### config.mk
export PLATFORM = sky130hd
export DESIGN_NAME = raystore_lane
export DESIGN_NICKNAME = d
export VERILOG_FILES = /design/src/logic/raystore_pkg.sv /design/src/logic/raystore_lane.sv
export SDC_FILE = /design/constraint.sdc
export NUM_CORES = 1
export LEC_CHECK = 0
export BUFFER_PORTS_ARGS = -buffer_cell sky130_fd_sc_hd__buf_4
export CAP_MARGIN = 10
export CORE_UTILIZATION = 30
export CTS_CLUSTER_DIAMETER = 120
export CTS_CLUSTER_SIZE = 24
export DETAILED_ROUTE_END_ITERATION = 7
export PLACE_DENSITY = 0.57
export SLEW_MARGIN = 20
export SYNTH_ARGS = -nofsm -noshare
export SYNTH_HDL_FRONTEND = slang
export SYNTH_SLANG_ARGS = --single-unit
### constraint.sdc
create_clock -name clk -period 31.9 [get_ports clk]
set_clock_uncertainty 0.15 [all_clocks]
set_input_delay 1.595 -clock clk [delete_from_list [all_inputs] [get_ports clk]]
set_output_delay 1.595 -clock clk [all_outputs]
set_load 0.05 [all_outputs]
### src/logic/raystore_pkg.sv
`default_nettype none

package raystore_pkg;

	localparam int WORD_W = 32;
	localparam int RAY_W = 6 * WORD_W;
	localparam int AXIS_W = 2 * WORD_W;
	localparam int RAY_ID_W = 9;
	localparam int RAM_DEPTH = 512;
	localparam int NODE_ID_W = 16;
	localparam int TRI_ID_W = 16;
	localparam int NUM_REQ = 4;

	localparam int LANE_DEPTH = 2;
	localparam int LANE_CNT_W = $clog2(LANE_DEPTH + 1);
	localparam int LANE_PTR_W = $clog2(LANE_DEPTH);

	// word slots inside a stored ray, origin on top
	localparam int W_ORG_X = 5;
	localparam int W_ORG_Y = 4;
	localparam int W_ORG_Z = 3;
	localparam int W_DIR_X = 2;
	localparam int W_DIR_Y = 1;
	localparam int W_DIR_Z = 0;

	// split axis of a traversal node, code 3 is illegal
	typedef enum logic [1:0] {
		AXIS_X = 2'd0,
		AXIS_Y = 2'd1,
		AXIS_Z = 2'd2
	} axis_e;

	// requester index, also the bit order of the request vector
	typedef enum logic [1:0] {
		REQ_TRAV0 = 2'd0,
		REQ_TRAV1 = 2'd1,
		REQ_LCACHE = 2'd2,
		REQ_LIST = 2'd3
	} req_e;

	// origin word above direction word for one axis
	function automatic logic [AXIS_W-1:0] axis_pair(input logic [RAY_W-1:0] ray,
			input axis_e axis);
		case (axis)
			AXIS_X: return {ray[W_ORG_X*WORD_W +: WORD_W], ray[W_DIR_X*WORD_W +: WORD_W]};
			AXIS_Y: return {ray[W_ORG_Y*WORD_W +: WORD_W], ray[W_DIR_Y*WORD_W +: WORD_W]};
			AXIS_Z: return {ray[W_ORG_Z*WORD_W +: WORD_W], ray[W_DIR_Z*WORD_W +: WORD_W]};
			default: return '0;
		endcase
	endfunction

endpackage

`default_nettype wire

### src/logic/raystore_lane.sv
`default_nettype none

module raystore_lane
	import raystore_pkg::*;
#(
	parameter bit AXIS_SEL = 1'b0,
	parameter int META_W = 16
) (
	input  logic                clk,
	input  logic                arst_n,
	input  logic                grant,
	input  logic                port_b,
	input  logic [RAY_ID_W-1:0] in_ray_id,
	input  logic [META_W-1:0]   in_meta,
	input  axis_e               in_axis,
	input  logic [RAY_W-1:0]    rd_a,
	input  logic [RAY_W-1:0]    rd_b,
	output logic                lane_ready,
	output logic                out_valid,
	input  logic                out_ready,
	output logic [RAY_ID_W-1:0] out_ray_id,
	output logic [META_W-1:0]   out_meta,
	output logic [RAY_W-1:0]    out_ray
);

	// request in flight through the memory
	logic inf_valid;
	logic inf_port_b;
	logic [RAY_ID_W-1:0] inf_ray_id;
	logic [META_W-1:0] inf_meta;
	axis_e inf_axis;

	logic [RAY_W-1:0] sel_ray;
	logic [RAY_W-1:0] push_ray;

	logic [RAY_ID_W-1:0] q_ray_id [LANE_DEPTH];
	logic [META_W-1:0] q_meta [LANE_DEPTH];
	logic [RAY_W-1:0] q_ray [LANE_DEPTH];
	logic [LANE_PTR_W-1:0] wr_ptr;
	logic [LANE_PTR_W-1:0] rd_ptr;
	logic [LANE_CNT_W-1:0] count;
	logic [LANE_CNT_W:0] used;
	logic pop;

	always_ff @(posedge clk or negedge arst_n) begin
		if (!arst_n) begin
			inf_valid <= 1'b0;
		end else begin
			inf_valid <= grant;
		end
	end

	always_ff @(posedge clk) begin
		if (grant) begin
			inf_port_b <= port_b;
			inf_ray_id <= in_ray_id;
			inf_meta <= in_meta;
			inf_axis <= in_axis;
		end
	end

	assign sel_ray = inf_port_b ? rd_b : rd_a;

	// traversal lanes keep only one axis, zero above it
	assign push_ray = AXIS_SEL ? {{(RAY_W - AXIS_W){1'b0}}, axis_pair(sel_ray, inf_axis)}
		: sel_ray;

	always_ff @(posedge clk) begin
		if (inf_valid) begin
			q_ray_id[wr_ptr] <= inf_ray_id;
			q_meta[wr_ptr] <= inf_meta;
			q_ray[wr_ptr] <= push_ray;
		end
	end

	assign out_valid = count != '0;
	assign pop = out_valid && out_ready;
	assign out_ray_id = q_ray_id[rd_ptr];
	assign out_meta = q_meta[rd_ptr];
	assign out_ray = q_ray[rd_ptr];

	always_ff @(posedge clk or negedge arst_n) begin
		if (!arst_n) begin
			wr_ptr <= '0;
			rd_ptr <= '0;
			count <= '0;
		end else begin
			if (inf_valid) begin
				wr_ptr <= wr_ptr + 1'b1;
			end
			if (pop) begin
				rd_ptr <= rd_ptr + 1'b1;
			end
			case ({inf_valid, pop})
				2'b10: count <= count + 1'b1;
				2'b01: count <= count - 1'b1;
				default: count <= count;
			endcase
		end
	end

	// credit counts queued plus in flight entries
	assign used = {1'b0, count} + {{LANE_CNT_W{1'b0}}, inf_valid};
	assign lane_ready = used < (LANE_CNT_W + 1)'(LANE_DEPTH);

	a_legal_axis: assert property (@(posedge clk) disable iff (!arst_n)
		(grant && AXIS_SEL) |-> in_axis inside {AXIS_X, AXIS_Y, AXIS_Z});

	// a push into a full queue means the credit was wrong
	a_no_overflow: assert property (@(posedge clk) disable iff (!arst_n)
		(inf_valid && !pop) |-> count < (LANE_CNT_W)'(LANE_DEPTH));

endmodule

`default_nettype wire

==> results by group <==
Timing
  • Final Hold Fails: 0
  • Final min period: 5.66 ns
  • Fmax: 0.177 GHz
  • Setup total negative slack: 0 ns
  • Setup violations, final: 0
  • Period utilization: 17.7%
  • Relative slew margins: 30.4%
  • RSZ-0062 raised after global routing: false
  • Max Slew Vio Count: 0
  • Slew @ Worst Pin: 1.04 ns

Synth
  • Top FF cell, synth: edfxtp_1
  • Count leader, synth: edfxtp_1
  • Unique cell type count in the Yosys netlist: 16
  • #FFs+latches synth: 465
  • Syn_nets: 1349
  • Synth top area share: 71.2%
  • Avg Cell Area, Syn: 20.8 um^2
  • Largest area contributor in the netlist: edfxtp_1
  • Area contributors post-synth: edfxtp_1 (71%), mux2_2 (18%), mux2_4 (7.7%)
  • Seq/Total Area, Yosys: 71.9%
  • Synthesized cell area: 0.0194 mm^2
  • Mapped Cells: 932
  • Top cells by count, synth: edfxtp_1 (460), mux2_2 (309), mux2_4 (100)
  • Ys Warns: 0
  • Synth async-reset ratio: 1.08%
  • Post-synth EDFFs: 460

Worst setup path
  • Worst Path Required: 30.16 ns
  • Worst path slowest cell: buf_4
  • Flop-to-flop setup slack: 28.80 ns
  • Startpoint class of the critical path: flip-flop
  • Worst Path Class, Setup: reg2out
  • CP peak stage delay: 0.89 ns
  • Worst Path Buf+Inv: 3
  • CP endpoint kind: output port
  • Critical path's most frequent cell: buf_4
  • Crit-path cells: buf_4 > buf_4 > mux2_2 > buf_4
  • Worst-path fanout max: 61
  • CP delay by family, top: buffers and inverters
  • Worst path arrival time: 3.92 ns

Clock network
  • Clk_lat worst skew: 0.56 ns
  • Number of buffers created by CTS: 23
  • CTS sink cnt: 465
  • Cts hold-fix bufs: 0
  • Root buf cell: clkbuf_16
  • H-Tree Level Count: 1
  • CTS resizes: 0
  • Setup Fix Bufs, Post-CTS: 0
  • Clock buffer depth: 3
  • Clock slew at reported path FFs: 0.10 ns
  • CTS tree: yes

Finish
  • Ant diodes: 0
  • Final instance area: 0.0255 mm^2
  • Post-Layout Cell Count: 2409
  • Layout area overhead: 31.7%
  • Util after Layout: 40.3%
  • Register area: 0.0139 mm^2
  • Nets: 1972
  • Fillers: 5830
  • Footprint of the multi-input gates: 0.00508 mm^2
  • Layout cells sized above 1: 69.2%

Floorplan
  • Die height: 256 um
  • Num rows: 92
  • Die Width: 256 um
  • Ports: 635
  • Initial core utilization: 30.6%
  • Die area: 0.0657 mm^2
  • Core Region: 0.0634 mm^2

GRT
  • Largest net degree at the start of global routing: 153
  • Initial antenna violation count: 1
  • Total grt overflow: 0
  • First-pass GRT wire length: 67.0 mm
  • Vias in the first global route: 10.8k
  • Tot GR Track Use: 13.2%

Run status
  • Outcome: finished clean

Route
  • Drt first pass iters: 6
  • Antenna viol nets, final: 0
  • DR vias/cell: 4.31
  • Vias: 10.4k
  • WL/cell: 18.9 um
  • DR iter-0 viols: 406
  • Final wirelength: 45.5 mm
  • DRC Markers: 0

Place
  • Dpl cells: 2376
  • IO buf count: 632
  • Post-DP Area: 0.0249 mm^2
  • HPWL Detailed: 32.2 mm
  • Placer Congestion: 0.801

Power and ir drop
  • Sw frac: 40.7%
  • Clk pwr share: 14.2%
  • Switching power total: 911 uW
  • Logic gate share of total power: 47.6%
  • Leak pwr: 0.00986 uW
  • Design internal power: 1330 uW
  • Peak supply drop: 0.0496 mV
  • PD cells: 87.6 mW/mm^2
  • Sequential Power Share: 38.2%

Hold path
  • Worst min-delay path class: reg2reg

Run
  • MaxCap Viol Count: 0
[cells in the final DEF, fill, tap and decap left out, types with 2 or more instances in the layout]
cell,synthesis,layout
dfrtp_1,5,4
edfxtp_1,460,460
clkbuf_1,0,8
mux2_4,100,100
mux2_2,309,309
buf_4,20,642
xor2_1,3,3
clkbuf_16,0,23
xnor2_1,2,2
[final timing paths]
kind,from,to,depth (start not counted)
min reg2reg,inf_ray_id[2],q_ray_id[1][2],0
min,inf_ray_id[2],q_ray_id[1][2],0
max reg2reg,wr_ptr,q_ray[1][106],3
max,rd_ptr,out_ray[51],4
min in group asynchronous,arst_n,wr_ptr,1
max in group asynchronous,arst_n,rd_ptr,1
[cell type report]
type / count / area share [%]
Sequential cell: 465 / 54.6
Multi-Input combinational cell: 421 / 19.9
Timing Repair Buffer: 643 / 18.9
Tap cell: 846 / 4.14
Clock buffer: 31 / 2.37
Clock inverter: 2 / 0.0833
Inverter: 1 / 0.0147
[metrics by stage]
| step | worst slack, ns | total power [uW] | hold slack [ns] |
|---|---|---|---|
| finish | 26.24 | 2240 | 0.299 |
| global route | 26.02 | 2330 | 0.307 |
| CTS | 26.17 | 2270 | 0.301 |
| detailed placement | 26.80 | 1950 | 0.282 |
| global placement | 26.77 | 1940 | 0.272 |
| floorplan | 21.48 | 1670 | 0.271 |
[logic make-up (layout without fill, tap and decap cells)]
family	count (synthesis)	in the layout	share of synthesized area [%]
flip-flops	465	465	71.9
multiplexers	409	409	25.7
buffers and inverters	46	677	2.02
XOR/XNOR	5	5	0.226
AND/OR/NAND/NOR	5	5	0.135
adder cells (fa/ha/maj)	1	1	0.0645
AO/OA/AOI/OAI	1	1	0.0258
[metal layers]
layer | up-vias | GRT usage (%) | share of wire (%)
met2 | 326 | 24.6 | 54
met3 | 45 | 3.44 | 6.3
li1 | 4896 | - | -
met1 | 5127 | 15.1 | 38
met4 | 0 | 2.86 | 2.2
met5 | - | 0 | 0
[flip-flops by register name (all words and copies together) (netlist names)]
register	cells
count	2
inf_meta	16
inf_port_b	1
inf_ray_id	9
inf_valid	1
q_meta	32
q_ray	384
q_ray_id	18
rd_ptr	1
wr_ptr	1
[power by group through the flow]
stage	sequential (uW)	combinational [uW]	clock, uW
floorplan	884	789	0
global placement	864	1080	0
finish	854	1070	318
CTS	856	1080	333
global route	866	1110	352
detailed placement	870	1080	0
No activity file was read; power rests on OpenSTA's default activity.
