## config.mk

```make
export PLATFORM = sky130hd
export DESIGN_NAME = raystore_arb
export DESIGN_NICKNAME = d
export VERILOG_FILES = /design/src/logic/raystore_pkg.sv /design/src/logic/raystore_arb.sv
export SDC_FILE = /design/constraint.sdc
export NUM_CORES = 1
export LEC_CHECK = 0
export ABC_AREA = 0
export ABC_CLOCK_PERIOD_IN_PS = 3200
export CORE_MARGIN = 2
export CORE_UTILIZATION = 45
export DETAILED_ROUTE_END_ITERATION = 8
export DONT_BUFFER_PORTS = 1
export PLACE_DENSITY = 0.67
export SLEW_MARGIN = 20
export SYNTH_ARGS = -nofsm -noshare
export SYNTH_HDL_FRONTEND = slang
export SYNTH_SLANG_ARGS = --single-unit
```

## constraint.sdc

```tcl
create_clock -name clk -period 3.2 [get_ports clk]
set_input_delay 0.16 -clock clk [delete_from_list [all_inputs] [get_ports clk]]
set_output_delay 0.16 -clock clk [all_outputs]
set_load 0.05 [all_outputs]
```

## src/logic/raystore_pkg.sv

```systemverilog
`default_nettype none

package raystore_pkg;

	localparam int WORD_W = 32;
	localparam int RAY_W = 6 * WORD_W;
	localparam int AXIS_W = 2 * WORD_W;
	localparam int RAY_ID_W = 9;
	localparam int RAM_DEPTH = 512;
	localparam int NODE_ID_W = 16;
	localparam int TRI_ID_W = 16;
	localparam int NUM_REQ = 4;

	localparam int LANE_DEPTH = 2;
	localparam int LANE_CNT_W = $clog2(LANE_DEPTH + 1);
	localparam int LANE_PTR_W = $clog2(LANE_DEPTH);

	// word slots inside a stored ray, origin on top
	localparam int W_ORG_X = 5;
	localparam int W_ORG_Y = 4;
	localparam int W_ORG_Z = 3;
	localparam int W_DIR_X = 2;
	localparam int W_DIR_Y = 1;
	localparam int W_DIR_Z = 0;

	// split axis of a traversal node, code 3 is illegal
	typedef enum logic [1:0] {
		AXIS_X = 2'd0,
		AXIS_Y = 2'd1,
		AXIS_Z = 2'd2
	} axis_e;

	// requester index, also the bit order of the request vector
	typedef enum logic [1:0] {
		REQ_TRAV0 = 2'd0,
		REQ_TRAV1 = 2'd1,
		REQ_LCACHE = 2'd2,
		REQ_LIST = 2'd3
	} req_e;

	// origin word above direction word for one axis
	function automatic logic [AXIS_W-1:0] axis_pair(input logic [RAY_W-1:0] ray,
			input axis_e axis);
		case (axis)
			AXIS_X: return {ray[W_ORG_X*WORD_W +: WORD_W], ray[W_DIR_X*WORD_W +: WORD_W]};
			AXIS_Y: return {ray[W_ORG_Y*WORD_W +: WORD_W], ray[W_DIR_Y*WORD_W +: WORD_W]};
			AXIS_Z: return {ray[W_ORG_Z*WORD_W +: WORD_W], ray[W_DIR_Z*WORD_W +: WORD_W]};
			default: return '0;
		endcase
	endfunction

endpackage

`default_nettype wire

```

## src/logic/raystore_arb.sv

```systemverilog
`default_nettype none

module raystore_arb
	import raystore_pkg::*;
(
	input  logic                clk,
	input  logic                arst_n,
	input  logic [NUM_REQ-1:0]  req_valid,
	input  logic [NUM_REQ-1:0]  lane_ready,
	input  logic [RAY_ID_W-1:0] ray_id_trav0,
	input  logic [RAY_ID_W-1:0] ray_id_trav1,
	input  logic [RAY_ID_W-1:0] ray_id_lcache,
	input  logic [RAY_ID_W-1:0] ray_id_list,
	input  logic                load_en,
	input  logic [RAY_ID_W-1:0] load_addr,
	output logic [NUM_REQ-1:0]  grant,
	output logic [NUM_REQ-1:0]  port_b,
	output logic [RAY_ID_W-1:0] addr_a,
	output logic [RAY_ID_W-1:0] addr_b,
	output logic                we_a
);

	req_e ptr;
	req_e idx;
	req_e sel_a;
	req_e sel_b;
	logic found_a;
	logic found_b;
	logic [NUM_REQ-1:0] eligible;
	logic [RAY_ID_W-1:0] ray_id [NUM_REQ];

	assign ray_id[REQ_TRAV0] = ray_id_trav0;
	assign ray_id[REQ_TRAV1] = ray_id_trav1;
	assign ray_id[REQ_LCACHE] = ray_id_lcache;
	assign ray_id[REQ_LIST] = ray_id_list;

	assign eligible = req_valid & lane_ready;

	// walk upward from the pointer, first hit on port a, second on port b
	always_comb begin
		grant = '0;
		port_b = '0;
		sel_a = REQ_TRAV0;
		sel_b = REQ_TRAV0;
		found_a = 1'b0;
		found_b = 1'b0;
		idx = ptr;
		for (int k = 0; k < NUM_REQ; k++) begin
			idx = req_e'(ptr + 2'(k));
			if (eligible[idx] && !load_en) begin
				if (!found_a) begin
					found_a = 1'b1;
					sel_a = idx;
					grant[idx] = 1'b1;
				end else if (!found_b) begin
					found_b = 1'b1;
					sel_b = idx;
					grant[idx] = 1'b1;
					port_b[idx] = 1'b1;
				end
			end
		end
	end

	// a load takes port a for the whole cycle
	assign we_a = load_en;
	assign addr_a = load_en ? load_addr : ray_id[sel_a];
	assign addr_b = ray_id[sel_b];

	always_ff @(posedge clk or negedge arst_n) begin
		if (!arst_n) begin
			ptr <= REQ_TRAV0;
		end else if (!load_en && |req_valid) begin
			ptr <= req_e'(ptr + 2'd1);
		end
	end

	// two memory ports, so never more than two reads per cycle
	a_two_grants: assert property (@(posedge clk) disable iff (!arst_n)
		$countones(grant) <= 2);

	a_no_grant_on_load: assert property (@(posedge clk) disable iff (!arst_n)
		load_en |-> grant == '0);

endmodule

`default_nettype wire

```

==> results.cfg, run 1 <==
[layout]
drive_gt1_frac = 0.3136
largest_reg_flops = 2
synthToLayoutAreaGrowth_pct = 30.70
fin_area_sq_mm = 0.002046
reg_top3 = ptr x2
fill_cells = 289
insertedDiodeCount = 0
nNetsFinal = 288
fin_util = 0.6130
regMostFlops = ptr
seq_area_sq_um = 50.05
multi_input_area_sq_mm = 0.001518

[pwr]
pwr_density_cell_mw_per_mm2 = 1210
vdd_drop_max_mv = 0.6918
switchingPower_uw = 1437
p_clk_frac = 0.022
power_leakage_uw = 0.0008800
pwr-share-seq = 0.019
internal_power_uw = 1038
combPwrFrac = 0.960
swShare = 0.5807

[route]
num_vias = 1696
wl_per_cell_um = 18.09
wirelength_mm = 4.812
ant_nets = 0
routed.top_layer = met4
drt_pre_antenna_iters = 4
post-route-drc-count = 0
wl_met1_mm = 1.924
wl_met3_um = 369
drt_iter0_markers = 95
dr_wl_met2_mm = 2.512
via_per_inst = 6.376

[yosys]
ys_seq_area_frac = 0.03197
synth_top_area_share = 0.3006
synth_top_area_cell = mux2i_1
syn_inst = 193
async_flop_share = 1.000
synth.distinct_cells = 42
netlist_area_sq_mm = 0.001565
synth_nets = 259
avgSynthCellArea_sq_um = 8.110
yosys_warnings = 0
synth_seq_cells = 2
synthFlopType = dfrtp_1
synth_area_leaders = mux2i_1, ha_1, mux4_2
synth_edf_count = 0

[critical_path]
end_kind = output port
worstSetupPathType = flip-flop to output port
cp.required_ns = 3.04
rr_worst_depth = 4
crit_fanout = 14
critical_path_arrival_ns = 2.92
worst_setup_path_start_kind = flip-flop

[global_routing]
grt_pass1_vias = 1689
grt_max_degree = 19
overflow = 0
grt_pass1_wl_mm = 8.086
grt_use_total = 0.2411
antenna_found_initial = 0

[sta]
slew_violations = 0
worst_slew_margin_rel = 0.6354
hold_viol_final = 0
timing.final.ws_setup_ns = 0.1186
tightest_slew_ns = 0.5436
period_share = 0.9629
setup-violations-final = 0
fin_skew_ns = 0.001205
fmax_mhz = 324.5
period_minus_slack_ns = 3.081

[clocking]
numCtsBuffers = 3
clock-root-buffer = clkbuf_4
clk_latency_ns = 0.22
cts.sinks = 2
cts_buffer_depth = 2
h-tree-depth = 1
cts_tree = yes
clk_pin_slew_worst_paths_ns = 0.03

[floorplanning]
die_area_sq_mm = 0.003966
rows = 21
initial_core_util = 0.4691
die_h_um = 62.98
core_area_sq_mm = 0.003337
die_x_um = 62.98
num_io_pins = 83

[placement]
portBuffers = 0
dpl.hpwl_mm = 3.815
gp_congestion = 0.9058
place_ws_ns = 0.08103
placed_cell_area_sq_mm = 0.001913

[run_status]
outcome = complete, no violations

[job]
maxCapViolCount = 0

[worst_hold_path]
hold_class = primary input to async pin
[synthesized netlist by cell type (2+ instances only)]
cell type  count
nor3_1         2
dfrtp_1        2
o21ai_0        3
nand3_1        6
and2_1         5
inv_1          3
mux2i_1       47
ha_1          10
nand3b_1       2
inv_2          2
a21oi_1        6
o21ai_1        2
o21bai_1       2
a21o_1         2
a31oi_1        2
buf_4          2
clkbuf_1       4
xnor2_1        2
a22o_1         5
nand2_1       14
buf_8          2
o21a_1         2
a211oi_1       2
o22ai_1        4
buf_2          5
nor2_1        18
mux4_2         4
a22oi_1        6
nor4_1         2
a221o_1        4
a221oi_1      10
[cell type report]
type / count / share of cell area
clock buffer: 3 / 0.01101
inverter: 5 / 0.01040
multi-input combinational: 172 / 0.7419
sequential: 2 / 0.02446
tap: 46 / 0.02813
timing repair buffer: 38 / 0.1841
[placed cells by master, fill, tap and decap left out, types with 6 or more instances in the layout]
cell | Yosys | layout
mux2i_1 | 47 | 43
buf_4 | 2 | 25
nor2_1 | 18 | 17
nand2_1 | 14 | 13
ha_1 | 10 | 9
buf_6 | 1 | 7
nand3_1 | 6 | 6
a21oi_1 | 6 | 6
a22oi_1 | 6 | 6
a221oi_2 | 0 | 6
[metal layers]
layer  track usage  up-vias
met3       0.03964        2
met4       0.02500        0
met1        0.3038      804
met5             0        -
li1              -      811
met2        0.4402       79
[power groups by stage]
stage / logic, uW / registers (uW) / clock network (uW)
2_1_floorplan: 1750 / 59.7 / 0
3_3_place_gp: 2140 / 45.0 / 0
3_5_place_dp: 2190 / 45.6 / 0
4_1_cts: 2280 / 46.4 / 54.9
5_1_grt: 2520 / 48.4 / 59.3
6_report: 2380 / 46.2 / 53.2
[critical path, stage by stage (launching register included)]
cell and delay [ns]:
dfrtp_1 0.37, inv_2 0.10, mux4_2 0.53, nand2_2 0.14, inv_4 0.08, ha_1 0.29
mux2i_1 0.08, a22o_4 0.29, buf_12 0.16, mux2i_1 0.14, a221oi_2 0.31, buf_6 0.20
[logic make-up after synthesis]
| group | after synthesis | share of synthesized area |
|---|---|---|
| multiplexers | 51 | 0.3581 |
| XOR/XNOR | 2 | 0.01119 |
| AO/OA/AOI/OAI | 54 | 0.2678 |
| AND/OR/NAND/NOR | 54 | 0.1711 |
| adder cells (fa/ha/maj) | 11 | 0.08633 |
| buffers and inverters | 19 | 0.07353 |
| flip-flops | 2 | 0.03198 |
[timing repair]
| action | in CTS | in global routing |
|---|---|---|
| setup buffers | 2 | 2 |
| gates cloned | 0 | 0 |
| endpoints found under the hold margin | 2 | 0 |
| hold buffers | 1 | 0 |
| pin swaps | 1 | 5 |
| setup endpoints to repair | 9 | 15 |
| resized for setup | 2 | 13 |
[path summary, 6_finish.rpt]
path	from	to	slack, ns
max	ptr[1]	addr_a[6]	0.12
max reg2reg	ptr[0]	ptr[1]	2.09
min	arst_n	ptr[0]	0.18
min reg2reg	ptr[0]	ptr[0]	0.60
min in group clk	load_en	ptr[0]	0.18
max in group asynchronous	arst_n	ptr[1]	2.90
[through the flow]
stage / setup TNS [ns] / hold WS (ns) / std cells / total power [uW]
6_report: 0 / 0.1769 / 266 / 2475
5_1_grt: -0.001749 / 0.1723 / 266 / 2623
4_1_cts: 0 / 0.1680 / 264 / 2383
3_5_place_dp: 0 / -0.1356 / 258 / 2234
3_3_place_gp: 0 / -0.1355 / 258 / 2188
2_1_floorplan: -1.860 / -0.1356 / 193 / 1808
No activity file was read; power rests on OpenSTA's default activity.
==> run 2, diff against run 1 <==
--- a/config.mk
+++ b/config.mk
@@ -11,6 +11,7 @@
 export CORE_UTILIZATION = 45
 export DETAILED_ROUTE_END_ITERATION = 8
 export DONT_BUFFER_PORTS = 1
+export GPL_TIMING_DRIVEN = 0
 export PLACE_DENSITY = 0.67
 export SLEW_MARGIN = 20
 export SYNTH_ARGS = -nofsm -noshare
==> results.cfg, run 2 (same netlist as run 1, synthesis figures left out) <==
[run_status]
outcome = complete, no violations

[global_routing]
overflow = 0
grt_pass1_wl_mm = 8.438
grt_max_degree = 13
grt_pass1_vias = 1666
antenna_found_initial = 0
grt_use_total = 0.2542

[route]
drt_pre_antenna_iters = 4
wirelength_mm = 5.509
post-route-drc-count = 0
wl_per_cell_um = 21.19
drt_iter0_markers = 132
via_per_inst = 6.704
ant_nets = 0
num_vias = 1743

[worst_hold_path]
hold_class = primary input to async pin

[floorplanning]
die_area_sq_mm = 0.003966
rows = 21
die_h_um = 62.98
core_area_sq_mm = 0.003337
initial_core_util = 0.4691
num_io_pins = 83
die_x_um = 62.98

[sta]
period_share = 0.9965
rsz0062_at_grt = true
hold_ws_ns = 0.1616
fmax_mhz = 313.6
fin_skew_ns = 0.007829
setup-violations-final = 0
period_minus_slack_ns = 3.189
hold_viol_final = 0
slew_violations = 0
worst_slew_margin_rel = 0.5031
fin_tns_setup_ns = 0
tightest_slew_ns = 0.7454

[pwr]
p_total_uw = 2719
pwr_density_cell_mw_per_mm2 = 1217
power_leakage_uw = 0.0008579
vdd_drop_max_mv = 0.7982

[critical_path]
cp.required_ns = 3.04
reg2reg_from = ptr[0]
worstSetupPathType = flip-flop to output port
end_kind = output port
crit_slowest_cell = a221oi_4
critPathLaunch = ptr[1]
crit_chain = inv_4 > mux4_2 > nand2_4 > inv_8 > ha_4 > mux2i_2 > a22o_4 > buf_12 > mux2i_4 > a221oi_4
cpPeakStageDelay_ns = 0.62
critical_path_arrival_ns = 3.03
crit_fanout = 6
worst_setup_path_start_kind = flip-flop

[placement]
portBuffers = 0
dpl.hpwl_mm = 3.762
placed_cells = 239
gp_congestion = 0.8400

[layout]
nNetsFinal = 282
final_cells = 260
drive_gt1_frac = 0.3692
layout_common_cells = mux2i_1, buf_4, nor2_1, nand2_1, mux2i_4
reg_top3 = ptr x2
largest_reg_flops = 2
insertedDiodeCount = 0
final_common_cell = mux2i_1
regMostFlops = ptr
fin_util = 0.6697
synthToLayoutAreaGrowth_pct = 42.77

[clocking]
cts_buffer_depth = 2
clk_pin_slew_worst_paths_ns = 0.04
clock-root-buffer = clkbuf_4
clk_latency_ns = 0.23
numCtsBuffers = 3
cts.sinks = 2
h-tree-depth = 1
cts_tree = yes

[job]
maxCapViolCount = 0
-- run 2: cell count changes in the layout (fill, tap and decap cells not counted), moves of 3 or more --
cell	before	now
mux2i_4	0	10
mux2i_1	43	33
buf_6	7	1
buf_4	25	20
buf_12	5	2
clkbuf_4	3	6
a221oi_4	3	9
a221oi_2	6	1
-- run 2: layout make-up --
type                    instances  area [sq um]
repair buffers                 20         165.2
plain buffers                  11         96.34
clock buffers                   3         22.52
well taps                      46         57.56
inverters                       5         36.28
fillers                       258          1102
multi-input cells             173          1804
flip-flops and latches          2         52.55
-- run 2: routing by layer --
metal | vias up | share of wire | wire [um] | GRT usage
li1 | 805 | - | - | -
met1 | 823 | 0.38 | 2108 | 0.3004
met2 | 109 | 0.52 | 2850 | 0.4721
met3 | 6 | 0.092 | 507 | 0.05946
met4 | 0 | 0.0078 | 43 | 0.03333
met5 | - | 0 | 0 | 0
-- run 2: stage by stage --
step                setup slack [ns]  area [sq um]
finish                       0.01120          2235
global route                -0.06787          2235
CTS                       -0.0001938          2068
detailed placement           -0.6919          1732
global placement             -0.7154          1720
floorplan                    -0.1462          1663
-- run 2: final timing paths --
check | end | slack, ns | cells after the start
max in group asynchronous | ptr[0] | 2.90 | 1
setup reg to reg | ptr[1] | 1.90 | 5
min in group clk | ptr[0] | 0.25 | 3
hold / removal | ptr[1] | 0.16 | 1
setup / recovery | addr_a[8] | 0.01 | 10
hold reg to reg | ptr[1] | 0.62 | 2
-- run 2: where the power goes --
part / switching [uW] / internal, uW / leakage [uW] / total (uW)
Combinational: 1600 / 998 / 0.000822 / 2600
Clock: 16.0 / 41.6 / 0.0000138 / 57.6
Sequential: 19.5 / 41.0 / 0.0000217 / 60.5
Total: 1640 / 1080 / 0.000858 / 2720
-- run 2: what timing repair did --
action / in CTS / in global routing
hold buffers: 1 / 0
pin swaps: 8 / 9
setup endpoints to repair: 22 / 18
endpoints found under the hold margin: 2 / 0
gates cloned: 0 / 1
setup buffers: 11 / 8
gates resized for setup: 39 / 24
-- run 2: critical path: cells and delay by family, from the launching register on --
kind / cells / cell delay (ns)
muxes: 3 / 0.81
DFF: 1 / 0.42
and+or+nand+nor: 1 / 0.13
adders and majority gates: 1 / 0.25
AOI/OAI and AO/OA: 2 / 0.91
buffers and inverters: 3 / 0.28
==> run 3, diff against run 2 <==
--- a/config.mk
+++ b/config.mk
@@ -13,6 +13,7 @@
 export DONT_BUFFER_PORTS = 1
 export GPL_TIMING_DRIVEN = 0
 export PLACE_DENSITY = 0.67
+export RECOVER_POWER = 25
 export SLEW_MARGIN = 20
 export SYNTH_ARGS = -nofsm -noshare
 export SYNTH_HDL_FRONTEND = slang
==> results.cfg, run 3 (same netlist as run 1, synthesis figures left out) <==
[floorplanning]
die_x_um = 62.98
core_area_sq_mm = 0.003337
num_io_pins = 83
die_area_sq_mm = 0.003966
initial_core_util = 0.4691
die_h_um = 62.98
rows = 21

[sta]
fmax_mhz = 313.6
period_minus_slack_ns = 3.188
rsz0062_at_grt = true
timing.final.ws_setup_ns = 0.01161
slew_violations = 0
period_share = 0.9964
tightest_slew_ns = 0.7515
fin_skew_ns = 0.007934
setup-violations-final = 0
hold_viol_final = 0
worst_slew_margin_rel = 0.4990

[layout]
regMostFlops = ptr
final_common_cell = mux2i_1
reg_top3 = ptr x2
synthToLayoutAreaGrowth_pct = 42.53
nNetsFinal = 282
layout_common_cells = mux2i_1, buf_4, nor2_1, nand2_1, mux2i_4
fin_util = 0.6685
insertedDiodeCount = 0
largest_reg_flops = 2
drive_gt1_frac = 0.3645

[clocking]
cts.sinks = 2
numCtsBuffers = 3
cts_buffer_depth = 2
clk_latency_ns = 0.23
h-tree-depth = 1
clock-root-buffer = clkbuf_4
cts_tree = yes
clk_pin_slew_worst_paths_ns = 0.04

[pwr]
pwr_density_cell_mw_per_mm2 = 1220
vdd_drop_max_mv = 0.8002
pwr-share-seq = 0.022
p_total_uw = 2721
switchingPower_uw = 1641
combPwrFrac = 0.957
p_clk_frac = 0.021
power_leakage_uw = 0.0008543
internal_power_uw = 1080
swShare = 0.6032

[worst_hold_path]
hold_class = primary input to async pin

[critical_path]
crit_fanout = 6
end_kind = output port
cp.required_ns = 3.04
worstSetupPathType = flip-flop to output port
critical_path_arrival_ns = 3.03
cp.buffers_inverters = 3
worst_setup_path_start_kind = flip-flop
critPathTopFamily = compound AO/OA/AOI/OAI gates
crit_slowest_cell = a221oi_4
cpPeakStageDelay_ns = 0.62
crit_chain = inv_4 > mux4_2 > nand2_4 > inv_8 > ha_4 > mux2i_2 > a22o_4 > buf_12 > mux2i_4 > a221oi_4

[global_routing]
grt_pass1_wl_mm = 8.438
grt_use_total = 0.2542
grt_pass1_vias = 1666
grt_max_degree = 13
antenna_found_initial = 0
overflow = 0

[route]
wl_per_cell_um = 21.32
drt_iter0_markers = 112
via_per_inst = 6.681
post-route-drc-count = 0
drt_pre_antenna_iters = 4
ant_nets = 0
wirelength_mm = 5.543
num_vias = 1737

[placement]
dpl.hpwl_mm = 3.762
gp_congestion = 0.8400
portBuffers = 0
place_ws_ns = -0.6919

[run_status]
outcome = complete, no violations

[job]
maxCapViolCount = 0
run 3: cell types whose count changed in the layout (fill, tap and decap cells not counted), sizes merged:
cell	before	now
buf	25	24
clkbuf	8	9
run 3: power groups by stage:
stage,Sequential [uW],Combinational (uW),Clock (uW)
after floorplan,59.7,1750,0
after global placement,66.5,1940,0
after detailed placement,68.3,1990,0
after CTS,55.6,2380,58.0
after global routing,62.4,2720,64.9
final,60.5,2600,57.6
run 3: layout make-up:
type / count / area [sq um]
Tap cell: 46 / 57.56
Buffer: 11 / 92.59
Inverter: 5 / 36.28
Sequential cell: 2 / 52.55
Multi-Input combinational cell: 173 / 1804
Timing Repair Buffer: 20 / 165.2
Fill cell: 260 / 1106
Clock buffer: 3 / 22.52
run 3: worst paths after layout:
path	from	endpoint	slack (ns)	depth (start not counted)
worst min register to register	ptr[1]	ptr[1]	0.62	2
min in group clk	req_valid[3]	ptr[0]	0.25	3
worst max register to register	ptr[0]	ptr[1]	1.90	5
max in group asynchronous	arst_n	ptr[0]	2.90	1
worst max-delay path	ptr[1]	addr_a[8]	0.01	10
worst min-delay path	arst_n	ptr[1]	0.16	1
run 3: repair_timing:
| item | 4_1_cts | 5_1_grt |
|---|---|---|
| hold endpoints to repair | 2 | 0 |
| gates resized for setup | 39 | 24 |
| gates cloned | 0 | 1 |
| endpoints found under the setup margin | 22 | 18 |
| hold buffers | 1 | 0 |
| pin swaps | 8 | 9 |
| setup buffers | 11 | 8 |
run 3: routing by layer:
layer	share of wire	track usage	wire length, um
met5	0	0	0
met4	0.0040	0.03333	22
met3	0.088	0.05946	489
met2	0.52	0.4721	2898
met1	0.38	0.3004	2133
run 3: stage by stage:
step	setup TNS (ns)	instances	hold WS, ns	area [sq um]
floorplan	-1.860	193	-0.1356	1663
global placement	-10.78	239	-0.1355	1720
detailed placement	-10.75	239	-0.1356	1732
CTS	-0.0001938	252	0.1648	2068
global route	-0.8410	260	0.1609	2231
finish	0	260	0.1615	2231
